==> src/hdl/basket_pkg.sv <==
/* Shared widths, types and constants of the basket controller.
   All price arithmetic wraps modulo 2^PRICE_W; count_t caps the basket at 15 slots. */
`default_nettype none

package basket_pkg;

	localparam int ID_W    = 4;
	localparam int QTT_W   = 4;
	localparam int PRICE_W = 16;
	localparam int COUNT_W = 4;

	typedef logic [ID_W-1:0]    product_id_t;
	typedef logic [QTT_W-1:0]   qty_t;
	typedef logic [PRICE_W-1:0] price_t;
	typedef logic [COUNT_W-1:0] count_t;

	// Products 0 to 14 are real, ID 15 marks an unused slot
	localparam int NUM_PRODUCTS = 15;

	localparam product_id_t EMPTY_ID    = product_id_t'(15);
	localparam qty_t        EMPTY_QTY   = '1;
	localparam price_t      EMPTY_PRICE = '1;

	// Unit price of product n is 10*(n+1) after reset
	localparam price_t DEFAULT_UNIT_PRICE [NUM_PRODUCTS] = '{
		16'd10,  16'd20,  16'd30,
		16'd40,  16'd50,  16'd60,
		16'd70,  16'd80,  16'd90,
		16'd100, 16'd110, 16'd120,
		16'd130, 16'd140, 16'd150
	};

	// Operation taken by the basket in one cycle
	typedef enum logic [1:0] {
		OP_NONE,
		OP_ADD,
		OP_CANCEL
	} basket_op_e;

endpackage

`default_nettype wire

==> src/hdl/price_table.sv <==
/* Unit-price registers, one per product, loaded with the defaults at reset.
   Writes to ID 15 are dropped; line_price is combinational and reads 0 for ID 15. */
`timescale 1ns/1ps
`default_nettype none

module price_table (
	input  logic                   CLK,
	input  logic                   RESET_N,

	input  logic                   price_wr,
	input  basket_pkg::product_id_t price_wr_id,
	input  basket_pkg::price_t     price_wr_value,

	input  basket_pkg::product_id_t lookup_id,
	input  basket_pkg::qty_t       lookup_qty,
	output basket_pkg::price_t     line_price
);

	import basket_pkg::*;

	price_t unit_price [NUM_PRODUCTS];
	price_t unit_sel;

	// Single write per cycle, new value seen from the next cycle on
	always_ff @(posedge CLK) begin
		if (!RESET_N) begin
			for (int i = 0; i < NUM_PRODUCTS; i++) begin
				unit_price[i] <= DEFAULT_UNIT_PRICE[i];
			end
		end else begin
			for (int i = 0; i < NUM_PRODUCTS; i++) begin
				if (price_wr && price_wr_id == product_id_t'(i)) begin
					unit_price[i] <= price_wr_value;
				end
			end
		end
	end

	// No entry matches ID 15, so the select stays 0
	always_comb begin
		unit_sel = '0;
		for (int i = 0; i < NUM_PRODUCTS; i++) begin
			if (lookup_id == product_id_t'(i)) begin
				unit_sel = unit_price[i];
			end
		end
	end

	// Product truncated to the price width
	assign line_price = price_t'(unit_sel * price_t'(lookup_qty));

endmodule

`default_nettype wire

==> src/hdl/basket_list.sv <==
/* Basket storage with append at the tail and cancel with shift toward the head.
   MAX_ITEMS must be 1 to 15; cancel beats add in the same cycle, rejected ops are dropped. */
`timescale 1ns/1ps
`default_nettype none

module basket_list #(
	parameter int unsigned MAX_ITEMS = 12
) (
	input  logic                    CLK,
	input  logic                    RESET_N,

	input  logic                    add,
	input  basket_pkg::product_id_t add_id,
	input  basket_pkg::qty_t        add_qty,
	input  basket_pkg::price_t      line_price,

	input  logic                    cancel,
	input  basket_pkg::count_t      cancel_slot,

	output basket_pkg::count_t      num,
	output basket_pkg::price_t      total,
	output basket_pkg::product_id_t entry_id    [MAX_ITEMS],
	output basket_pkg::qty_t        entry_qty   [MAX_ITEMS],
	output basket_pkg::price_t      entry_price [MAX_ITEMS]
);

	import basket_pkg::*;

	basket_op_e  op;
	logic        full;
	price_t      removed_price;

	product_id_t id_d    [MAX_ITEMS];
	qty_t        qty_d   [MAX_ITEMS];
	price_t      price_d [MAX_ITEMS];
	count_t      num_d;
	price_t      total_d;

	assign full = (num >= count_t'(MAX_ITEMS));

	// A high cancel always blocks the add, even when the slot is out of range
	always_comb begin
		op = OP_NONE;
		if (cancel) begin
			if (cancel_slot < num) begin
				op = OP_CANCEL;
			end
		end else if (add && !full) begin
			op = OP_ADD;
		end
	end

	// Price of the slot leaving the basket this cycle
	always_comb begin
		removed_price = '0;
		for (int i = 0; i < MAX_ITEMS; i++) begin
			if (cancel_slot == count_t'(i)) begin
				removed_price = entry_price[i];
			end
		end
	end

	always_comb begin
		for (int i = 0; i < MAX_ITEMS; i++) begin
			id_d[i]    = entry_id[i];
			qty_d[i]   = entry_qty[i];
			price_d[i] = entry_price[i];
		end
		num_d   = num;
		total_d = total;

		case (op)
			OP_ADD: begin
				for (int i = 0; i < MAX_ITEMS; i++) begin
					if (num == count_t'(i)) begin
						id_d[i]    = add_id;
						qty_d[i]   = add_qty;
						price_d[i] = line_price;
					end
				end
				total_d = total + line_price;
				num_d   = num + count_t'(1);
			end

			OP_CANCEL: begin
				// Slots from the cancelled one upward take their upper neighbour
				for (int i = 0; i < MAX_ITEMS - 1; i++) begin
					if (count_t'(i) >= cancel_slot) begin
						id_d[i]    = entry_id[i+1];
						qty_d[i]   = entry_qty[i+1];
						price_d[i] = entry_price[i+1];
					end
				end
				// Last slot is always free after a cancel
				id_d[MAX_ITEMS-1]    = EMPTY_ID;
				qty_d[MAX_ITEMS-1]   = EMPTY_QTY;
				price_d[MAX_ITEMS-1] = EMPTY_PRICE;
				total_d = total - removed_price;
				num_d   = num - count_t'(1);
			end

			default: begin
			end
		endcase
	end

	always_ff @(posedge CLK) begin
		if (!RESET_N) begin
			num   <= '0;
			total <= '0;
			for (int i = 0; i < MAX_ITEMS; i++) begin
				entry_id[i]    <= EMPTY_ID;
				entry_qty[i]   <= EMPTY_QTY;
				entry_price[i] <= EMPTY_PRICE;
			end
		end else begin
			num   <= num_d;
			total <= total_d;
			for (int i = 0; i < MAX_ITEMS; i++) begin
				entry_id[i]    <= id_d[i];
				entry_qty[i]   <= qty_d[i];
				entry_price[i] <= price_d[i];
			end
		end
	end

endmodule

`default_nettype wire

==> src/hdl/basket_top.sv <==
/* Basket controller top: price table beside the basket list.
   All controls are single-cycle strobes sampled at the rising edge of CLK. */
`timescale 1ns/1ps
`default_nettype none

module basket_top #(
	parameter int unsigned MAX_ITEMS = 12
) (
	input  logic                    CLK,
	input  logic                    RESET_N,

	input  logic                    add,
	input  basket_pkg::product_id_t add_id,
	input  basket_pkg::qty_t        add_qty,

	input  logic                    cancel,
	input  basket_pkg::count_t      cancel_slot,

	input  logic                    price_wr,
	input  basket_pkg::product_id_t price_wr_id,
	input  basket_pkg::price_t      price_wr_value,

	output basket_pkg::count_t      num,
	output basket_pkg::price_t      total,
	output basket_pkg::product_id_t entry_id    [MAX_ITEMS],
	output basket_pkg::qty_t        entry_qty   [MAX_ITEMS],
	output basket_pkg::price_t      entry_price [MAX_ITEMS]
);

	import basket_pkg::*;

	price_t line_price;

	// Lookup follows the add inputs, so an add sees the price before a same-cycle write
	price_table price_table_i (
		.CLK            (CLK),
		.RESET_N        (RESET_N),
		.price_wr       (price_wr),
		.price_wr_id    (price_wr_id),
		.price_wr_value (price_wr_value),
		.lookup_id      (add_id),
		.lookup_qty     (add_qty),
		.line_price     (line_price)
	);

	basket_list #(
		.MAX_ITEMS (MAX_ITEMS)
	) basket_list_i (
		.CLK         (CLK),
		.RESET_N     (RESET_N),
		.add         (add),
		.add_id      (add_id),
		.add_qty     (add_qty),
		.line_price  (line_price),
		.cancel      (cancel),
		.cancel_slot (cancel_slot),
		.num         (num),
		.total       (total),
		.entry_id    (entry_id),
		.entry_qty   (entry_qty),
		.entry_price (entry_price)
	);

endmodule

`default_nettype wire

==> config.mk <==
export PLATFORM = sky130hd
export DESIGN_NAME = basket_top
export DESIGN_NICKNAME = d
export VERILOG_FILES = /design/src/hdl/basket_pkg.sv /design/src/hdl/price_table.sv /design/src/hdl/basket_list.sv /design/src/hdl/basket_top.sv
export SDC_FILE = /design/constraint.sdc
export NUM_CORES = 1
export LEC_CHECK = 0
export BUFFER_PORTS_ARGS = -buffer_cell sky130_fd_sc_hd__buf_2
export CELL_PAD_IN_SITES_DETAIL_PLACEMENT = 1
export CELL_PAD_IN_SITES_GLOBAL_PLACEMENT = 2
export CORE_MARGIN = 1.5
export CORE_UTILIZATION = 33
export CTS_BUF_LIST = sky130_fd_sc_hd__clkbuf_16
export DETAILED_ROUTE_END_ITERATION = 8
export GPL_ROUTABILITY_DRIVEN = 0
export PLACE_DENSITY_LB_ADDON = 0.1
export SYNTH_ARGS = -nofsm -noshare
export SYNTH_HDL_FRONTEND = slang
export SYNTH_HIERARCHICAL = 1
export SYNTH_SLANG_ARGS = --single-unit
==> constraint.sdc <==
create_clock -name CLK -period 7.3 [get_ports CLK]
set_input_delay 0.73 -clock CLK [delete_from_list [all_inputs] [get_ports CLK]]
set_output_delay 0.73 -clock CLK [all_outputs]
set_load 0.02 [all_outputs]
[After elaboration in Yosys (flattened, before gate mapping)]
Memory sizes are Yosys's and may differ from the RTL's.
Index checks and enable logic that the tools add are counted.
Word-level totals
  memories: 1
  memory bits (writable): 240
  flip-flop bits (word level): 308
  word-level logic and storage cells: 346
Memories
  price_table_i.unit_price: depth 15, width 16, read ports 15, clocked after memory_dff 0, wr ports 15, line price_table.sv:21  | price_t unit_price [NUM_PRODUCTS];
Cells by class
  $mul: 1
  add/subtract/negate cells: 4
  equality and inequality tests: 75
  $lt $le $gt $ge: 13
  mux-type cells: 165
  bitwise logic cells: 15
  reductions and logical operators: 34
Operators with widths (number)
  2-to-1 mux 16 bit: 65
  one-hot mux 192 bit (2 select lines): 1
  one-hot mux 48 bit (2 select lines): 2
  2-to-1 mux 4 bit: 46
  equality test 4 bit (second input constant): 22
  equality test 4 x 3 -> 1 bit (second input constant): 16
  2-to-1 mux 1 bit: 47
  inequality test 2 x 1 -> 1 bit (second input constant): 23
  AND reduction 3 bit: 11
  equality test 4 x 2 -> 1 bit (second input constant): 8
  one-hot mux 16 bit (2 select lines): 1
  adder 16 bit: 1
  equality test 4 x 1 -> 1 bit (second input constant): 4
  >= comparator 3 x 4 -> 1 bit (first input constant): 4
  logical AND 1 bit: 16
  logical NOT 4 bit: 4
  multiplier 16 x 4 -> 16 bit: 1
  subtractor 16 bit: 1
  OR 1 bit: 15
  >= comparator 4 bit (first input constant): 3
  >= comparator 1 x 4 -> 1 bit (first input constant): 2
  >= comparator 2 x 4 -> 1 bit (first input constant): 2
  one-hot mux 4 bit (2 select lines): 1
  adder 4 x 1 -> 4 bit (second input constant): 1
  9 further kinds: 10

[Depth between registers and ports, before layout]
Gate-level depths: netlist of run 1.
  depth after elaboration: 19
  mapped depth: 36
  mapped depth without buffers: 34

[Hierarchy]
Netlist of run 1, hierarchy kept.
By module, submodules not included
  basket_list: area an instance 15328.5 sq um, cells each 1879, sequential area each 6165.9 sq um, times used 1
  price_table: area an instance 12151.7 sq um, cells each 1033, sequential area each 7206.9 sq um, times used 1

[Worst setup path before layout of run 1]
No wires, ideal clock.
  kind: input -> register
  start: in add_id[0]
  end: reg basket_list_i.total[14]
  path slack: 0.167 ns
  data arrival time: 7.011 ns
  required time: 7.178 ns
  path buffers: 2
  cell stages on the path: 33
  library setup time: 0.122 ns
  cell sequence: buf_6 -> buf_6 -> nor3_4 -> a221oi_2 -> a22oi_1 -> o22ai_1 -> a222oi_1 -> o22ai_1 -> a222oi_1 -> nor2b_1 -> fa_1 -> inv_1 -> fa_1 -> inv_1 -> ha_1 -> nor2b_1 -> o21ai_0 -> a21boi_0 -> o21a_1 -> o21ai_0 -> nand2_1 -> a21oi_1 -> xnor2_1 -> nor4_1 -> nand2_1 -> xor2_1 -> o21ai_0 -> ha_1 -> or3_1 -> or2_2 -> o21bai_1 -> mux2i_1 -> a311o_1
Between the ends
  word-level cells in the longest chain between the ends: 19
  elaborated cells on any way between the ends: 33
RTL lines
  start: declaration: line basket_top.sv:13  | input basket_pkg::product_id_t add_id,
  logical NOT 4 bit: line price_table.sv:43  | if (lookup_id == product_id_t'(i)) begin
  2-to-1 mux 16 bit (14 in a row): line price_table.sv:43
  2-to-1 mux 16 bit (*): line price_table.sv:43
  multiplier 16 x 4 -> 16 bit (*): line price_table.sv:50  | assign line_price = price_t'(unit_sel * price_t'(lookup_qty));
  net line_price[10]: line basket_top.sv:32  | price_t line_price;
  adder 16 bit (*): line basket_list.sv:81  | total_d = total + line_price;
  one-hot mux 16 bit (2 select lines) (*): line basket_list.sv:72  | case (op)
  end signal: assignment: line basket_list.sv:118  | total <= total_d;
  end: declaration: line basket_list.sv:21  | output basket_pkg::price_t total,
Mark *: on every way through the listed nets, which the timed path passes. The rest lies on a longest branch.
A chain may end at the register's enable or synchronous reset.

[Final worst setup path of run 1]
  start: in add_id[0]
  end: reg basket_list_i.total[15]
The elaborated chain is that of the path after synthesis.

==> results of run 1 <==
-- flip-flops by register name, summed over array words and instances (netlist names) --
| name | count |
|---|---|
| price_table_i/unit_price | 240 |
| basket_list_i/entry_price | 192 |
| basket_list_i/entry_id | 48 |
| basket_list_i/entry_qty | 48 |
| basket_list_i/total | 16 |
| basket_list_i/num | 4 |
-- metal layers --
layer	GRT usage [%]	wire, um	up-vias
met4	10.2	4010	6
met2	49.6	61500	708
met5	0	24	-
met1	32.4	47800	12547
met3	3.62	5200	197
li1	-	-	11147
-- cell usage after synthesis (26+ instances only) --
master | count | area share (%)
ha_1 | 39 | 1.8
nand3_1 | 46 | 0.84
o211ai_1 | 184 | 5.0
nor2_1 | 304 | 4.2
nand2_1 | 430 | 5.9
edfxtp_1 | 240 | 26
fa_1 | 26 | 1.9
and3_1 | 28 | 0.64
and2_1 | 55 | 1.3
nor2b_1 | 30 | 0.68
a21oi_1 | 272 | 5.0
o21ai_0 | 117 | 2.1
a211oi_1 | 65 | 1.8
clkbuf_1 | 140 | 1.9
inv_1 | 93 | 1.3
buf_2 | 69 | 1.3
mux2i_1 | 42 | 1.5
dfxtp_1 | 308 | 22
-- logic make-up after synthesis --
kind of cell             Yosys count  share of synthesized area (%)
AND/OR/NAND/NOR                  989                           15.8
AO/OA/AOI/OAI                    848                           20.5
flip-flops                       548                           48.7
buffers and inverters            343                           5.77
multiplexers                      79                           4.29
adder cells (fa/ha/maj)           65                           3.67
XOR/XNOR                          40                           1.32
-- through the flow --
step	instance area [um2]	worst slack [ps]	power, mW
after floorplan	27500	167	6.22
after global placement	30800	-494	7.75
after detailed placement	30800	-585	7.85
after CTS	33000	22.7	11.2
after global routing	33200	-62.2	11.8
final	33200	256	11.2
-- worst register-to-register path: cells and delay by family (launching register included) --
kind / cells / cell delay (ps)
flip-flops: 1 / 440
XOR/XNOR: 2 / 300
multiplexers: 2 / 410
buffers and inverters: 7 / 840
AO/OA/AOI/OAI: 12 / 2290
adder cells (fa/ha/maj): 4 / 1430
AND/OR/NAND/NOR: 5 / 1220
-- power by group --
part | switching (mW) | internal, mW | total [mW]
logic | 2.53 | 1.50 | 4.03
clock network | 1.39 | 1.91 | 3.30
registers | 0.350 | 3.56 | 3.91
-- area by class of cell --
cell class	count	area, um2	area share (%)
Tap cell	1070	1340	4.03
Timing Repair Buffer	530	3180	9.57
Multi-Input combinational cell	2021	12900	38.7
Clock buffer	73	1830	5.49
Sequential cell	548	13400	40.2
Clock inverter	52	323	0.971
Inverter	94	353	1.06
-- worst paths after layout --
path | from | end | slack (ps) | cells past startpoint
worst max-delay path | add_id[0] | basket_list_i/total[15] | 260 | 31
worst min-delay path | basket_list_i/total[5] | basket_list_i/total[5] | 480 | 2
worst max register to register | price_table_i/unit_price[0][3] | basket_list_i/total[15] | 300 | 32
worst min register to register | basket_list_i/total[5] | basket_list_i/total[5] | 480 | 2
-- what timing repair did --
action | CTS | global route
gates resized for setup | 0 | 48
endpoints found under the setup margin | 0 | 5
buffers inserted | 0 | 7
==> summary.md, run 1 <==
| Metric | Value |
|---|---|
| # fillers | 9379 |
| Layout cell share with drive strength beyond 1 | 22.5% |
| TNS Setup | 0 ps |
| GRT Overall Usage | 27.2% |
| Initial antenna violation count | 6 |
| Antenna-violating nets left | 0 |
| Crit path launch type | input port |
| Post-synth EDFFs | 240 |
| Share of async-settable or async-resettable flops after synthesis | 0% |
| Vias in the first global route | 25578 |
| Total congestion overflow | 0 |
| Crit path max-delay family | compound AO/OA/AOI/OAI gates |
| Root buf cell | clkbuf_16 |
| Die ar. | 85000 um2 |
| Sequential area share after synthesis | 48.7% |
| Detail-routed net length per standard cell | 27.0 um |
| Clock slew at reported path FFs | 60 ps |
| DR vias/cell | 5.61 |
| Synth Flop Type | dfxtp_1 |
| Routed WL | 119 mm |
| Final Hold Viols | 0 |
| Die W | 292 um |
| Most common cell after layout, fill and taps aside | nand2_1 |
| Critical path type | input port to flip-flop |
| P_leak | 13.3 nW |
| FMAX | 142 MHz |
| Router iterations before antenna repair | 7 |
| Avg Synthesized Cell Area | 9.44 um2 |
| Yosys reg bits | 548 |
| CTS tree | built |
| Max cap viols | 0 |
| Ports | 345 |
| Crit-path most repeated cell | buf_4 |
| Status | finished clean |
| Vias | 24605 |
| H-tree depth | 3 |
| Slew Viols, Final | 0 |
| Worst path required time | 7830 ps |
| Initial Util | 33.4% |
| Crit path capture type | flip-flop |
| Synth Net Count | 3014 |
| Row count | 105 |
| Final setup vio count | 0 |
| Nets@finish | 3366 |
| # diodes | 0 |
| Hold-fix buffers, CTS | 0 |
| Post-layout util | 40.4% |
| Hold Crit Class | flip-flop to flip-flop |
| Max_slew headroom | 19.5% |
| Non-filler cells, final | 4388 |
| Most frequent cells in the layout | nand2_1, buf_2, dfxtp_1 |
| Placed cell count | 4256 |
| First-pass GRT wire length | 174 mm |
| 1st-iter DRT viols | 1445 |
| PwrDens | 338 nW/um2 |
| Die height | 292 um |
| Port Buffers | 344 |
| Yosys warns | 6 |
| Num Clock Sinks | 548 |
| Core area | 82200 um2 |
| Worst-Skew Late Latency | 610 ps |
| Largest net degree at the start of global routing | 94 |
| Detail Placement HPWL | 86.4 mm |
| Min Tclk post-route | 7040 ps |
| Slowest CP cell | mux4_2 |
| Layout Skew | 17.4 ps |
| Hold slack | 484 ps |
| Worst-path fanout max | 17 |
| Post-Syn Area | 27500 um2 |
| Area grow syn2layout | 21.0% |
| Bufs on Longest Clock Path | 3 |
| Synth unique cells | 87 |
| DRC viols | 0 |
| Final period utilization | 96.5% |
| Largest stage delay on the critical path | 560 ps |
| Number of CTS-inserted buffers | 69 |
| VDD IR max | 134 uV |
| Worst-margin pin slew | 1210 ps |
| CP arrival | 7580 ps |
| Bufs and invs on worst path | 8 |
| Synth Instances | 2912 |
No activity file was read; power rests on OpenSTA's default activity.
==> inputs of run 2 (changes only) <==
--- a/config.mk
+++ b/config.mk
@@ -14,6 +14,7 @@
 export DETAILED_ROUTE_END_ITERATION = 8
 export GPL_ROUTABILITY_DRIVEN = 0
 export PLACE_DENSITY_LB_ADDON = 0.1
+export SETUP_SLACK_MARGIN = 0.3
 export SYNTH_ARGS = -nofsm -noshare
 export SYNTH_HDL_FRONTEND = slang
 export SYNTH_HIERARCHICAL = 1
==> summary.md, run 2 (synthesis results as in run 1) <==
| Metric | Value |
|---|---|
| Crit path launch type | flip-flop |
| Slew Viols, Final | 0 |
| Core area | 82200 um2 |
| Initial Util | 33.4% |
| FMAX | 145 MHz |
| Vias | 24671 |
| Sw Pwr | 4.33 mW |
| P_leak | 13.4 nW |
| Critical path type | flip-flop to flip-flop |
| Clock slew at reported path FFs | 60 ps |
| Total congestion overflow | 0 |
| Pwr Total | 11.4 mW |
| Final setup vio count | 0 |
| Layout cell share with drive strength beyond 1 | 23.3% |
| Router iterations before antenna repair | 5 |
| Regs by FF count | price_table_i/unit_price: 240 flops, basket_list_i/entry_price: 192 flops |
| Cell area after layout | 33500 um2 |
| Crit path capture type | flip-flop |
| Initial antenna violation count | 6 |
| Nets@finish | 3380 |
| Bufs on Longest Clock Path | 3 |
| Logic pwr share | 35.9% |
| Vias in the first global route | 25606 |
| Most frequent cells in the layout | nand2_1, buf_2, dfxtp_1 |
| First-pass GRT wire length | 172 mm |
| Area after DPL | 30900 um2 |
| Die W | 292 um |
| Port Buffers | 344 |
| Ports | 345 |
| H-tree depth | 3 |
| Detail-routed net length per standard cell | 26.5 um |
| 1st-iter DRT viols | 1535 |
| Largest stage delay on the critical path | 480 ps |
| Largest net degree at the start of global routing | 97 |
| Area grow syn2layout | 21.8% |
| Min Tclk post-route | 6900 ps |
| GRT Overall Usage | 26.9% |
| Max FFs per register | 240 |
| Routed WL | 117 mm |
| Worst-margin pin slew | 1120 ps |
| Crit-path most repeated cell | buf_4 |
| Internal power | 7.12 mW |
| CTS tree | built |
| Unrepaired setup endpoints after global routing | true |
| Worst path required time | 7830 ps |
| Max_slew headroom | 24.8% |
| Root buf cell | clkbuf_16 |
| Final period utilization | 94.5% |
| Die height | 292 um |
| Reg power frac | 34.1% |
| CP arrival | 7430 ps |
| Detail Placement HPWL | 85.1 mm |
| Antenna-violating nets left | 0 |
| Slowest CP cell | fa_1 |
| DR vias/cell | 5.60 |
| Setup slack after layout | 404 ps |
| Largest register by flop count | price_table_i/unit_price |
| Max cap viols | 0 |
| Num Clock Sinks | 548 |
| Pre-CTS WS | -450 ps |
| DRC viols | 0 |
| Switching part of the total | 37.8% |
| PwrDens | 342 nW/um2 |
| Layout Skew | 30.6 ps |
| Row count | 105 |
| Status | finished clean |
| Hold Crit Class | flip-flop to flip-flop |
| Final Hold Viols | 0 |
| VDD IR max | 181 uV |
| Most common cell after layout, fill and taps aside | nand2_1 |
| Hold-fix buffers, CTS | 0 |
| Number of CTS-inserted buffers | 69 |
| Worst-path fanout max | 3 |
| Worst-Skew Late Latency | 630 ps |
| Power share of the clock group | 30.0% |
| Die ar. | 85000 um2 |
-- run 2: per-layer routing --
| metal | vias to the layer above | share of wire (%) | global-route usage, % |
|---|---|---|---|
| li1 | 11190 | - | - |
| met1 | 12579 | 39 | 31.7 |
| met2 | 690 | 52 | 49.7 |
| met3 | 212 | 4.6 | 3.36 |
| met4 | 0 | 3.9 | 10.2 |
| met5 | - | 0 | 0 |
-- run 2: path summary, 6_finish.rpt --
kind                                   from                 endpoint  slack (ps)  depth (start not counted)
max          price_table_i/unit_price[0][3]  basket_list_i/total[15]         400                         35
min                 basket_list_i/total[15]  basket_list_i/total[15]         480                          2
max reg2reg  price_table_i/unit_price[0][3]  basket_list_i/total[15]         400                         35
min reg2reg         basket_list_i/total[15]  basket_list_i/total[15]         480                          2
-- run 2: cell type report --
class                           instances  area [um2]
Clock buffer                           70        1750
Fill cell                            9403       48800
Sequential cell                       548       13400
Multi-Input combinational cell       2021       12900
Clock inverter                         56         498
Timing Repair Buffer                  544        3260
Antenna cell                            4        10.0
Inverter                               94         353
Tap cell                             1070        1340
-- run 2: through the flow --
step | hold slack, ps | util (%) | setup TNS, ps | std cells
after floorplan | 540 | - | 0 | 2912
after global placement | 472 | 37.5 | -1230 | 4262
after detailed placement | 476 | 37.5 | -1720 | 4262
after CTS | 446 | 40.3 | 0 | 4388
after global routing | 505 | 40.7 | -252 | 4403
final | 481 | 40.7 | 0 | 4407
-- run 2: repair_timing --
| item | CTS | global route |
|---|---|---|
| endpoints found under the setup margin | 4 | 7 |
| setup buffers | 0 | 15 |
| gates resized for setup | 5 | 48 |
| pin swaps | 3 | 36 |
-- run 2: critical path, delay by kind of cell, from the launching register on --
family          cells  cell delay (ps)
compound gates     15             2680
buf+inv             5              480
xor+xnor            2              240
fa+ha+maj           4             1620
simple gates        7              990
flops               1              450
mux                 2              380
-- run 2: power by group through the flow --
stage	combinational, mW	sequential (mW)	clock, mW
4_1_cts	3.90	3.90	3.50
2_1_floorplan	2.11	4.13	0
6_report	4.11	3.91	3.44
5_1_grt	4.46	3.94	3.61
3_3_place_gp	3.79	3.95	0
3_5_place_dp	3.88	3.97	0
